## src/video_pkg.sv

```systemverilog
`default_nettype none

package video_pkg;

    ////////////////////////////////////////////////////////////////////////////
    // Coordinate widths
    ////////////////////////////////////////////////////////////////////////////

    typedef logic [10:0] pixel_coord_t;   // Screen counter or active coordinate
    typedef logic [7:0]  lcd_coord_t;     // Console pixel coordinate

    ////////////////////////////////////////////////////////////////////////////
    // Block to block bundles
    ////////////////////////////////////////////////////////////////////////////

    // Horizontal state, all fields registered in line_timer
    typedef struct packed {
        pixel_coord_t h_count;    // Pixel within line
        logic         hs;         // Active low
        logic         line_tick;  // Last cycle of hsync
        lcd_coord_t   col;        // Divided column
        logic         col_step;   // First pixel of a scaled column
    } line_state_t;

    // Vertical state, advances on line_tick only
    typedef struct packed {
        pixel_coord_t v_count;    // Line within frame
        logic         vs;         // Active low
        lcd_coord_t   row;        // Divided row
        logic         row_step;   // First line of a scaled row
    } frame_state_t;

    typedef struct packed {
        pixel_coord_t x;
        pixel_coord_t y;
        lcd_coord_t   win_x;
        lcd_coord_t   win_y;
        logic         win_en;     // Inside scaled window
        logic         win_grid;   // Scale boundary inside window
        logic         de;         // Active area, two cycles late
    } video_out_t;

endpackage

`default_nettype wire

```

## src/line_timer.sv

```systemverilog
`default_nettype none

module line_timer #(
    parameter int H_FRONT = 26,
    parameter int H_SYNC  = 96,
    parameter int H_BACK  = 38,
    parameter int H_ACT   = 640,
    parameter int SCALE   = 3,
    parameter int WIN_X0  = 80
) (
    input  logic                    clk,
    input  logic                    reset,
    input  logic                    frame_sync,
    output video_pkg::line_state_t  line
);

    localparam int H_TOTAL = H_FRONT + H_SYNC + H_BACK + H_ACT;
    localparam int H_BLANK = H_FRONT + H_SYNC + H_BACK;
    localparam int PW      = (SCALE > 1) ? $clog2(SCALE) : 1;

    localparam video_pkg::pixel_coord_t H_LAST     = video_pkg::pixel_coord_t'(H_TOTAL - 1);
    localparam video_pkg::pixel_coord_t SYNC_START = video_pkg::pixel_coord_t'(H_FRONT);
    localparam video_pkg::pixel_coord_t SYNC_END   = video_pkg::pixel_coord_t'(H_FRONT + H_SYNC);
    localparam video_pkg::pixel_coord_t TICK_AT    = video_pkg::pixel_coord_t'(H_FRONT + H_SYNC - 1);
    localparam video_pkg::pixel_coord_t WIN_START  = video_pkg::pixel_coord_t'(H_BLANK + WIN_X0);
    localparam logic [PW-1:0]           PHASE_LAST = PW'(SCALE - 1);

    video_pkg::pixel_coord_t h_count;
    video_pkg::pixel_coord_t h_next;
    video_pkg::lcd_coord_t   col;
    video_pkg::lcd_coord_t   col_next;
    logic [PW-1:0]           phase;
    logic [PW-1:0]           phase_next;
    logic                    hs;
    logic                    line_tick;
    logic                    col_step;

    ////////////////////////////////////////////////////////////////////////////
    // Next state
    ////////////////////////////////////////////////////////////////////////////

    always_comb begin
        h_next = (h_count == H_LAST) ? '0 : h_count + 1'b1;

        // Divider realigns on the window's left edge every line
        if (h_next == WIN_START) begin
            phase_next = '0;
            col_next   = '0;
        end else if (phase == PHASE_LAST) begin
            phase_next = '0;
            col_next   = col + 1'b1;
        end else begin
            phase_next = phase + 1'b1;
            col_next   = col;
        end
    end

    ////////////////////////////////////////////////////////////////////////////
    // Registers
    ////////////////////////////////////////////////////////////////////////////

    // Flags are computed from h_next so they line up with h_count
    always_ff @(posedge clk or posedge reset) begin
        if (reset) begin
            h_count   <= '0;
            hs        <= 1'b1;
            line_tick <= 1'b0;
            phase     <= '0;
            col       <= '0;
            col_step  <= 1'b0;
        end else if (frame_sync) begin   // Same as reset, but on the edge
            h_count   <= '0;
            hs        <= 1'b1;
            line_tick <= 1'b0;
            phase     <= '0;
            col       <= '0;
            col_step  <= 1'b0;
        end else begin
            h_count   <= h_next;
            hs        <= !((h_next >= SYNC_START) && (h_next < SYNC_END));
            line_tick <= (h_next == TICK_AT);   // Last hsync pixel
            phase     <= phase_next;
            col       <= col_next;
            col_step  <= (phase_next == '0);
        end
    end

    assign line.h_count   = h_count;
    assign line.hs        = hs;
    assign line.line_tick = line_tick;
    assign line.col       = col;
    assign line.col_step  = col_step;

endmodule

`default_nettype wire

```

## src/frame_timer.sv

```systemverilog
`default_nettype none

module frame_timer #(
    parameter int V_FRONT = 10,
    parameter int V_SYNC  = 2,
    parameter int V_BACK  = 33,
    parameter int V_ACT   = 480,
    parameter int SCALE   = 3,
    parameter int WIN_Y0  = 24
) (
    input  logic                    clk,
    input  logic                    reset,
    input  logic                    frame_sync,
    input  video_pkg::line_state_t  line,
    output video_pkg::frame_state_t frame
);

    localparam int V_TOTAL = V_FRONT + V_SYNC + V_BACK + V_ACT;
    localparam int V_BLANK = V_FRONT + V_SYNC + V_BACK;
    localparam int PW      = (SCALE > 1) ? $clog2(SCALE) : 1;

    localparam video_pkg::pixel_coord_t V_LAST     = video_pkg::pixel_coord_t'(V_TOTAL - 1);
    localparam video_pkg::pixel_coord_t SYNC_START = video_pkg::pixel_coord_t'(V_FRONT);
    localparam video_pkg::pixel_coord_t SYNC_END   = video_pkg::pixel_coord_t'(V_FRONT + V_SYNC);
    localparam video_pkg::pixel_coord_t WIN_START  = video_pkg::pixel_coord_t'(V_BLANK + WIN_Y0);
    localparam logic [PW-1:0]           PHASE_LAST = PW'(SCALE - 1);

    video_pkg::pixel_coord_t v_count;
    video_pkg::pixel_coord_t v_next;
    video_pkg::lcd_coord_t   row;
    video_pkg::lcd_coord_t   row_next;
    logic [PW-1:0]           phase;
    logic [PW-1:0]           phase_next;
    logic                    vs;
    logic                    row_step;

    ////////////////////////////////////////////////////////////////////////////
    // Next state, one line ahead
    ////////////////////////////////////////////////////////////////////////////

    always_comb begin
        v_next = (v_count == V_LAST) ? '0 : v_count + 1'b1;

        if (v_next == WIN_START) begin      // Top edge of the window
            phase_next = '0;
            row_next   = '0;
        end else if (phase == PHASE_LAST) begin
            phase_next = '0;
            row_next   = row + 1'b1;
        end else begin
            phase_next = phase + 1'b1;
            row_next   = row;
        end
    end

    ////////////////////////////////////////////////////////////////////////////
    // Registers
    ////////////////////////////////////////////////////////////////////////////

    // Line count moves mid blank, at the end of hsync
    always_ff @(posedge clk or posedge reset) begin
        if (reset) begin
            v_count  <= '0;
            vs       <= 1'b1;
            phase    <= '0;
            row      <= '0;
            row_step <= 1'b0;
        end else if (frame_sync) begin
            v_count  <= '0;
            vs       <= 1'b1;
            phase    <= '0;
            row      <= '0;
            row_step <= 1'b0;
        end else if (line.line_tick) begin
            v_count  <= v_next;
            vs       <= !((v_next >= SYNC_START) && (v_next < SYNC_END));
            phase    <= phase_next;
            row      <= row_next;
            row_step <= (phase_next == '0);
        end
    end

    assign frame.v_count  = v_count;
    assign frame.vs       = vs;
    assign frame.row      = row;
    assign frame.row_step = row_step;

endmodule

`default_nettype wire

```

## src/window_mapper.sv

```systemverilog
`default_nettype none

module window_mapper #(
    parameter int H_BLANK = 160,
    parameter int V_BLANK = 45,
    parameter int SCALE   = 3,
    parameter int WIN_X0  = 80,
    parameter int WIN_Y0  = 24,
    parameter int WIN_W   = 160,
    parameter int WIN_H   = 144
) (
    input  logic                    clk,
    input  logic                    reset,
    input  video_pkg::line_state_t  line,
    input  video_pkg::frame_state_t frame,
    output video_pkg::video_out_t   video
);

    localparam video_pkg::pixel_coord_t H_START = video_pkg::pixel_coord_t'(H_BLANK);
    localparam video_pkg::pixel_coord_t V_START = video_pkg::pixel_coord_t'(V_BLANK);

    // Window bounds in active coordinates
    localparam video_pkg::pixel_coord_t X_LO = video_pkg::pixel_coord_t'(WIN_X0);
    localparam video_pkg::pixel_coord_t X_HI = video_pkg::pixel_coord_t'(WIN_X0 + SCALE * WIN_W);
    localparam video_pkg::pixel_coord_t Y_LO = video_pkg::pixel_coord_t'(WIN_Y0);
    localparam video_pkg::pixel_coord_t Y_HI = video_pkg::pixel_coord_t'(WIN_Y0 + SCALE * WIN_H);

    video_pkg::pixel_coord_t x;
    video_pkg::pixel_coord_t y;
    logic                    h_act;
    logic                    v_act;
    logic                    x_in;
    logic                    y_in;
    logic                    win_en;
    logic                    de_d1;
    logic                    de_d2;

    ////////////////////////////////////////////////////////////////////////////
    // Active coordinates
    ////////////////////////////////////////////////////////////////////////////

    assign h_act = (line.h_count >= H_START);
    assign v_act = (frame.v_count >= V_START);

    assign x = h_act ? (line.h_count - H_START) : '0;
    assign y = v_act ? (frame.v_count - V_START) : '0;

    ////////////////////////////////////////////////////////////////////////////
    // Scaled window
    ////////////////////////////////////////////////////////////////////////////

    // Active term keeps blanking out of the window when an origin is 0
    assign x_in   = h_act && (x >= X_LO) && (x < X_HI);
    assign y_in   = v_act && (y >= Y_LO) && (y < Y_HI);
    assign win_en = x_in && y_in;

    assign video.x        = x;
    assign video.y        = y;
    assign video.win_en   = win_en;
    assign video.win_x    = win_en ? line.col : '0;
    assign video.win_y    = y_in ? frame.row : '0;   // Valid for the whole line
    assign video.win_grid = win_en && (line.col_step || frame.row_step);

    ////////////////////////////////////////////////////////////////////////////
    // Pixel enable, two cycles behind the counters
    ////////////////////////////////////////////////////////////////////////////

    always_ff @(posedge clk or posedge reset) begin
        if (reset) begin
            de_d1 <= 1'b0;
            de_d2 <= 1'b0;
        end else begin
            de_d1 <= h_act && v_act;
            de_d2 <= de_d1;
        end
    end

    assign video.de = de_d2;

endmodule

`default_nettype wire

```

## src/video_timing_top.sv

```systemverilog
`default_nettype none

module video_timing_top #(
    parameter int H_FRONT = 26,
    parameter int H_SYNC  = 96,
    parameter int H_BACK  = 38,
    parameter int H_ACT   = 640,
    parameter int V_FRONT = 10,
    parameter int V_SYNC  = 2,
    parameter int V_BACK  = 33,
    parameter int V_ACT   = 480,
    parameter int SCALE   = 3,
    parameter int WIN_X0  = 80,
    parameter int WIN_Y0  = 24,
    parameter int WIN_W   = 160,   // Console pixels
    parameter int WIN_H   = 144
) (
    input  logic                  clk,
    input  logic                  reset,
    input  logic                  frame_sync,
    output logic                  hs,
    output logic                  vs,
    output video_pkg::video_out_t video
);

    localparam int H_BLANK = H_FRONT + H_SYNC + H_BACK;
    localparam int V_BLANK = V_FRONT + V_SYNC + V_BACK;

    video_pkg::line_state_t  line_state;
    video_pkg::frame_state_t frame_state;

    line_timer #(
        .H_FRONT (H_FRONT),
        .H_SYNC  (H_SYNC),
        .H_BACK  (H_BACK),
        .H_ACT   (H_ACT),
        .SCALE   (SCALE),
        .WIN_X0  (WIN_X0)
    ) line_timer_i (
        .clk        (clk),
        .reset      (reset),
        .frame_sync (frame_sync),
        .line       (line_state)
    );

    frame_timer #(
        .V_FRONT (V_FRONT),
        .V_SYNC  (V_SYNC),
        .V_BACK  (V_BACK),
        .V_ACT   (V_ACT),
        .SCALE   (SCALE),
        .WIN_Y0  (WIN_Y0)
    ) frame_timer_i (
        .clk        (clk),
        .reset      (reset),
        .frame_sync (frame_sync),
        .line       (line_state),
        .frame      (frame_state)
    );

    window_mapper #(
        .H_BLANK (H_BLANK),
        .V_BLANK (V_BLANK),
        .SCALE   (SCALE),
        .WIN_X0  (WIN_X0),
        .WIN_Y0  (WIN_Y0),
        .WIN_W   (WIN_W),
        .WIN_H   (WIN_H)
    ) window_mapper_i (
        .clk   (clk),
        .reset (reset),
        .line  (line_state),
        .frame (frame_state),
        .video (video)
    );

    // Syncs leave straight from the timer registers
    assign hs = line_state.hs;
    assign vs = frame_state.vs;

endmodule

`default_nettype wire

```

## config.mk

```make
export PLATFORM = sky130hd
export DESIGN_NAME = video_timing_top
export DESIGN_NICKNAME = d
export VERILOG_FILES = /design/src/video_pkg.sv /design/src/line_timer.sv /design/src/frame_timer.sv /design/src/window_mapper.sv /design/src/video_timing_top.sv
export SDC_FILE = /design/constraint.sdc
export NUM_CORES = 1
export LEC_CHECK = 0
export ABC_AREA = 1
export BUFFER_PORTS_ARGS = -buffer_cell sky130_fd_sc_hd__buf_2
export CAP_MARGIN = 20
export CELL_PAD_IN_SITES_DETAIL_PLACEMENT = 0
export CELL_PAD_IN_SITES_GLOBAL_PLACEMENT = 2
export CORE_UTILIZATION = 36
export CTS_BUF_LIST = sky130_fd_sc_hd__clkbuf_4 sky130_fd_sc_hd__clkbuf_8
export CTS_CLUSTER_DIAMETER = 150
export DETAILED_ROUTE_END_ITERATION = 8
export GPL_TIMING_DRIVEN = 0
export PLACE_DENSITY = 0.95
export RECOVER_POWER = 100
export SYNTH_ARGS = -nofsm -noshare
export SYNTH_HDL_FRONTEND = slang
export SYNTH_SLANG_ARGS = --single-unit
```

## constraint.sdc

```tcl
create_clock -name clk -period 4.7 [get_ports clk]
set_clock_uncertainty 0.1 [all_clocks]
set_input_delay 1.41 -clock clk [delete_from_list [all_inputs] [get_ports clk]]
set_output_delay 1.41 -clock clk [all_outputs]
set_load 0.02 [all_outputs]
```

==> results of run 1 <==
-- cell families (layout without fill, tap and decap cells) --
logic type,count (synthesis),in the layout,share of synthesized area
AO/OA/AOI/OAI,47,47,0.07425
adder cells (fa/ha/maj),10,10,0.03486
flip-flops,49,49,0.3423
buffers and inverters,109,163,0.1262
XOR/XNOR,15,15,0.03660
AND/OR/NAND/NOR,307,307,0.3858
-- layout make-up --
cell class / instances / share of cell area
Multi-Input combinational cell: 379 / 0.4722
Clock buffer: 6 / 0.01904
Tap cell: 133 / 0.04151
Timing Repair Buffer: 46 / 0.04588
Buffer: 13 / 0.02122
Sequential cell: 49 / 0.3065
Inverter: 96 / 0.08989
Clock inverter: 2 / 0.003745
-- final timing paths --
check                                         startpoint                       to  slack, ns
max in group asynchronous                          reset  line_timer_i.h_count[9]       1.30
worst max register to register  frame_timer_i.v_count[0]     frame_timer_i.row[0]       2.24
min in group asynchronous                          reset      line_timer_i.col[3]       1.14
worst min-delay path               window_mapper_i.de_d1    window_mapper_i.de_d2       0.25
worst min register to register     window_mapper_i.de_d1    window_mapper_i.de_d2       0.25
worst max-delay path            frame_timer_i.v_count[1]                video[18]       0.44
-- critical path: stages (launching register included) --
cell,delay [ns]
dfrtp_1,0.44
inv_1,0.15
ha_1,0.17
nand2_1,0.05
nor2_1,0.14
nor2_1,0.07
nand2_2,0.07
clkbuf_1,0.36
nand3_2,0.14
nand3_1,0.12
nor2_1,0.07
nor2_4,0.18
nand2_4,0.14
nor2_2,0.11
clkbuf_1,0.24
-- cell usage in the layout, fill, tap and decap left out, types with 12 or more instances in the layout --
cell / instances
nand3_1: 45
xor2_1: 13
dfrtp_1: 47
nor2_2: 12
clkbuf_1: 41
o21ai_0: 19
nor2_1: 76
nand2_1: 136
inv_1: 89
-- per-layer routing --
metal	global-route usage	part of all wire	up-vias
li1	-	-	1770
met1	0.2276	0.48	1523
met2	0.3025	0.49	38
met3	0.02462	0.019	6
met4	0.03956	0.0094	0
met5	0	0	-
-- metrics by stage --
step	util	setup slack, ns
6_report	0.4120	0.4357
4_1_cts	0.4207	0.4458
2_1_floorplan	-	1.265
3_5_place_dp	0.4113	0.8014
3_3_place_gp	0.4092	0.7850
5_1_grt	0.4120	0.1197
-- power by group through the flow --
stage	clock (mW)	combinational [mW]	sequential, mW
2_1_floorplan	0	0.0733	0.455
3_3_place_gp	0	0.0936	0.458
3_5_place_dp	0	0.0968	0.459
4_1_cts	0.271	0.0974	0.450
5_1_grt	0.284	0.109	0.453
6_report	0.261	0.0928	0.450
-- registers in the layout (all words and copies together) (netlist names) --
signal,count
line_timer_i.col_step,1
frame_timer_i.vs,1
line_timer_i.col,8
frame_timer_i.row,8
frame_timer_i.row_step,1
line_timer_i.h_count,11
window_mapper_i.de_d2,1
frame_timer_i.phase,2
window_mapper_i.de_d1,1
line_timer_i.line_tick,1
frame_timer_i.v_count,11
line_timer_i.phase,2
line_timer_i.hs,1
==> results by group, run 1 <==
Outcome
  • Outcome: complete, but fails checks
  • Failing checks: capacitance limit, slew limit

Route
  • Iteration count of the initial detailed-routing pass: 4
  • Count of nets left with antenna violations after detail routing: 0
  • Number of design rule violations left after detail routing: 0
  • Via total after detailed routing: 3,337
  • Wire length after detailed routing: 8328 um
  • Via density per instance: 4.609
  • Wire length per cell: 11.50 um
  • Number of DRC violations after detailed-routing iteration 0: 128

Synthesis
  • Gate count of the mapped netlist: 537
  • Netlist Area Pre-Place: 0.003590 mm2
  • Number of flops mapped to enable cells by yosys: 0
  • Proportion of synthesized chip area in sequential cells: 0.3423
  • Most common library cells after synthesis: nand2_1 (135), inv_1 (89), nor2_1 (75), dfrtp_1 (47), nand3_1 (44)
  • Mean instance size in the synthesized netlist: 6.685 um2
  • Cell taking the most area after synthesis: dfrtp_1
  • Synth unique cells: 36
  • Leading cell type by number of instances after synthesis: nand2_1
  • Number of warning messages in the yosys log: 0
  • Net count of the mapped netlist: 550
  • Top area cells in the synthesized netlist: dfrtp_1 (33%), nand2_1 (14%), inv_1 (9.3%)
  • Flop and latch count out of synthesis: 49
  • Main synth FF type: dfrtp_1
  • Area fraction of the dominant cell type after synthesis: 0.3276
  • Async set or reset register ratio after synthesis: 1.000

Placed design
  • Total placed instance area: 0.004001 mm2
  • Routability cong.: 0.8134
  • Number of placed instances with taps included: 716
  • IO buf count: 45
  • Estimated wirelength of the detail-placed design: 6514 um

Pwr
  • Clock share of power: 0.324
  • Psw: 226.8 uW
  • Worst ir drop on vdd: 123.7 uV
  • Cell Pwr Density: 200.5 mW/mm2
  • Power after layout: 803.9 uW
  • Switch share: 0.2821
  • Cell leakage power: 2.113 nW
  • Power share of the sequential group: 0.560
  • Internal portion of total power: 577.0 uW
  • Power share of the combinational group: 0.115

STA
  • Final-report hold violation count: 0
  • Worst slew margin relative to its limit: -0.1486
  • Min Hold Slack: 0.2542 ns
  • Period minus WS final: 4.264 ns
  • Setup tns final: 0 ns
  • RSZ-0062 raised after global routing: false
  • Share of the clock period used by the worst path: 0.9073
  • Slew Viols, Final: 31
  • Max Freq: 0.2345 GHz
  • Setup Viol. Count Final: 0
  • Tightest Pin Transition: 1.723 ns

Global routing
  • Total global routing overflow: 0
  • Number of global-route vias before repair: 3,163
  • Largest net degree at the start of global routing: 31
  • First-pass GRT wire length: 14,190 um
  • All-layer global routing usage: 0.1733
  • Number of antenna violations at the first check in global routing: 0

Worst hold path
  • Number of cells traversed by the worst hold path: 0
  • Hold WC Path Type: reg -> reg

Finish
  • Area overhead of the layout relative to synthesis: 11.68%
  • Fraction of final layout cells sized beyond drive strength 1: 0.1151
  • Number of filler instances in the final layout: 1,101
  • Number of nets in the final layout: 603
  • Non-filler instance count after layout: 724
  • Final design area excluding fillers: 0.004009 mm2
  • Antenna Diode Count: 0
  • Total area of sequential cells: 0.001229 mm2
  • Area occupied by multi-input gates: 0.001893 mm2

Clock network
  • Quantity of hold-fixing buffers added after cts: 0
  • Insertion delay of the later-clocked pin in the worst-skew pair: 0.31 ns
  • Clock edge transition at the registers on the reported setup and hold paths: 0.09 ns
  • Post-CTS setup-driven buffer insertion count: 0
  • Number of gates resized after cts: 0
  • CTS H-tree depth: 2
  • Root cell of the clock tree: clkbuf_8
  • Cts bufs inserted: 5
  • Bufs on Longest Clock Path: 2
  • CTS tree: done
  • Sink Count: 49

Critical path
  • Critical setup path kind: reg -> out
  • Critical path data required time: 3.19 ns
  • Arrival time at the worst endpoint: 2.75 ns
  • Setup crit end kind: output port
  • Crit-path max FO: 10
  • Count of cells along the worst register-to-register path: 13
  • Crit path launch type: register

Floorplanning
  • Starting density of the core: 0.3690
  • Die Y: 101.9 um
  • Die area: 0.01037 mm2
  • Core Box Area: 0.009729 mm2
  • Die width: 101.9 um
  • Row Count: 36
  • Number of primary I/O pins: 46

Job
  • Total of max-cap violations: 1
Power figures use the tool's default switching activity.
==> run 2, diff against run 1 <==
- CORE_UTILIZATION: 36 -> 30
- PLACE_DENSITY: 0.95 -> 0.84
==> results by group, run 2 (synthesis results as in run 1) <==
Outcome
  • Outcome: complete, but fails checks
  • Failing checks: DRC, capacitance limit, slew limit

Placed design
  • Estimated wirelength of the detail-placed design: 6757 um (+3.7%)
  • Routability cong.: 0.7704 (-5.3%)
  • IO buf count: 45 (unchanged)
  • Total placed instance area: 0.004014 mm2 (+0.31%)

Worst hold path
  • Hold WC Path Type: reg -> reg
  • Hold path start: window_mapper_i.de_d1

Pwr
  • Worst ir drop on vdd: 96.11 uV (-22%)
  • Power after layout: 802.7 uW (-0.15%)
  • Cell leakage power: 2.101 nW (-0.58%)
  • Cell Pwr Density: 200.4 mW/mm2 (about the same)

Clock network
  • Clock edge transition at the registers on the reported setup and hold paths: 0.09 ns (about the same)
  • Insertion delay of the later-clocked pin in the worst-skew pair: 0.31 ns (about the same)
  • Number of gates resized after cts: 0 (unchanged)
  • Post-CTS setup-driven buffer insertion count: 0 (unchanged)
  • CTS tree: done
  • Quantity of hold-fixing buffers added after cts: 0 (unchanged)
  • Bufs on Longest Clock Path: 2 (unchanged)
  • CTS H-tree depth: 2 (unchanged)
  • Root cell of the clock tree: clkbuf_8
  • Cts bufs inserted: 5 (unchanged)
  • Sink Count: 49 (unchanged)

Critical path
  • Arrival time at the worst endpoint: 2.79 ns (+0.04 ns)
  • Worst setup path start: frame_timer_i.v_count[0]
  • Setup crit end kind: output port
  • CP max stage cell: dfrtp_1
  • Launching point of the worst reg2reg path: frame_timer_i.v_count[0]
  • Worst path buffer plus inverter count: 4 (+1)
  • Crit-path max FO: 10 (unchanged)
  • Critical setup path kind: reg -> out
  • Cell family with most CP delay: simple AND/OR/NAND/NOR gates
  • Critical Path Most Common Cell: nand2_1
  • Largest stage delay, worst path: 0.52 ns (+0.08 ns)
  • Critical Path, Cell by Cell: inv_1, ha_1, nor2_1, nand2_1, nand3_1, nand2_1, nand2_1, nor2_1, nand2_1, nand3_1, nor2_4, nand2_2, inv_1, buf_4, clkbuf_1
  • Crit path launch type: register
  • Critical path data required time: 3.19 ns (about the same)

Route
  • Via total after detailed routing: 3,378 (+1.2%)
  • Via density per instance: 4.602 (-0.15%)
  • Number of DRC violations after detailed-routing iteration 0: 123 (-3.9%)
  • Wire length per cell: 11.77 um (+2.4%)
  • Count of nets left with antenna violations after detail routing: 0 (unchanged)
  • Iteration count of the initial detailed-routing pass: 6 (+2)
  • Number of design rule violations left after detail routing: 4 (+4)
  • Wire length after detailed routing: 8642 um (+3.8%)

Floorplanning
  • Core Box Area: 0.01152 mm2 (+18%)
  • Number of primary I/O pins: 46 (unchanged)
  • Die area: 0.01241 mm2 (+20%)
  • Starting density of the core: 0.3117 (-0.05724)
  • Row Count: 39 (+8.3%)
  • Die Y: 111.4 um (+9.4%)
  • Die width: 111.4 um (+9.4%)

Finish
  • Antenna Diode Count: 0 (unchanged)
  • Final design area excluding fillers: 0.004005 mm2 (about the same)
  • Number of filler instances in the final layout: 1,299 (+18%)
  • Registers with the highest flip-flop counts: frame_timer_i.v_count: 11 flops, line_timer_i.h_count: 11 flops
  • Fraction of final layout cells sized beyond drive strength 1: 0.1083 (-0.006768)
  • Number of nets in the final layout: 603 (unchanged)
  • Area overhead of the layout relative to synthesis: 11.57% (about the same)
  • Most used cells in the layout excluding fill and tap cells: nand2_1 (137), inv_1 (89), nor2_1 (79)
  • Most common cell after layout, fill and taps aside: nand2_1
  • Core occupancy in the finished layout: 0.3478 (-0.06425)

Global routing
  • Total global routing overflow: 0 (unchanged)
  • All-layer global routing usage: 0.1496 (-0.02372)
  • First-pass GRT wire length: 15,150 um (+6.8%)
  • Number of antenna violations at the first check in global routing: 0 (unchanged)
  • Number of global-route vias before repair: 3,287 (+3.9%)
  • Largest net degree at the start of global routing: 39 (+26%)

STA
  • Final-report hold violation count: 0 (unchanged)
  • Period minus WS final: 4.297 ns (+0.03227 ns)
  • Worst slew margin relative to its limit: -0.3961 (-0.2475)
  • Setup Viol. Count Final: 0 (unchanged)
  • Tightest Pin Transition: 2.094 ns (+0.3712 ns)
  • Share of the clock period used by the worst path: 0.9142 (+0.006867)
  • RSZ-0062 raised after global routing: false
  • Max Freq: 0.2327 GHz (-0.75%)
  • Slew Viols, Final: 39 (+26%)
  • Setup tns final: 0 ns (unchanged)

Job
  • Total of max-cap violations: 1 (unchanged)
## run 2: worst paths after layout
| kind | to | slack (ns) | depth (start not counted) |
|---|---|---|---|
| worst max register to register | frame_timer_i.row[1] | 1.96 | 16 |
| max in group asynchronous | frame_timer_i.v_count[0] | 1.18 | 3 |
| worst min register to register | window_mapper_i.de_d2 | 0.25 | 0 |
| worst max-delay path | video[2] | 0.40 | 15 |
| worst min-delay path | window_mapper_i.de_d2 | 0.25 | 0 |
| min in group asynchronous | line_timer_i.col[3] | 1.00 | 2 |
## run 2: layer usage
metal / share of wire / GRT usage / wire, um / vias to the layer above
met5: 0 / 0 / 0 / -
met4: 0.0098 / 0.03784 / 85 / 0
met3: 0.027 / 0.01960 / 233 / 5
met2: 0.50 / 0.2717 / 4358 / 44
met1: 0.46 / 0.1865 / 3964 / 1565
li1: - / - / - / 1764
## run 2: where the power goes
group | switching [mW] | total (mW) | internal [mW]
Combinational | 0.0631 | 0.0919 | 0.0289
Sequential | 0.0148 | 0.451 | 0.436
Clock | 0.150 | 0.260 | 0.110
Total | 0.228 | 0.803 | 0.575
## run 2: metrics by stage
stage	instances	setup slack [ns]	hold WS, ns
floorplan	537	1.265	0.2312
global placement	725	0.7669	0.2329
detailed placement	726	0.8070	0.2371
CTS	734	0.4394	0.2580
global route	734	0.1245	0.2692
finish	734	0.4034	0.2549
## run 2: final cells by class
type / instances / area (um2) / share of cell area
multi-input combinational: 379 / 1883 / 0.4702
tap: 143 / 178.9 / 0.04467
clock inverter: 2 / 10.01 / 0.002499
buffer: 13 / 85.08 / 0.02124
timing repair buffer: 46 / 182.7 / 0.04561
clock buffer: 6 / 76.32 / 0.01906
inverter: 96 / 360.3 / 0.08997
sequential: 49 / 1229 / 0.3068
## run 2: worst register-to-register path, cell delays in order, from the launching register on
cell and delay [ns]:
dfrtp_1 0.52, ha_1 0.24, inv_1 0.06, nor2_1 0.24, nand2_1 0.16, inv_1 0.10
nand2_1 0.05, nand2_1 0.06, nand2_1 0.07, nand2_1 0.09, nor2_1 0.05, nand2_1 0.17
nand2_2 0.06, nand2_1 0.09, clkbuf_1 0.41, nand2_1 0.12, o21ai_2 0.08
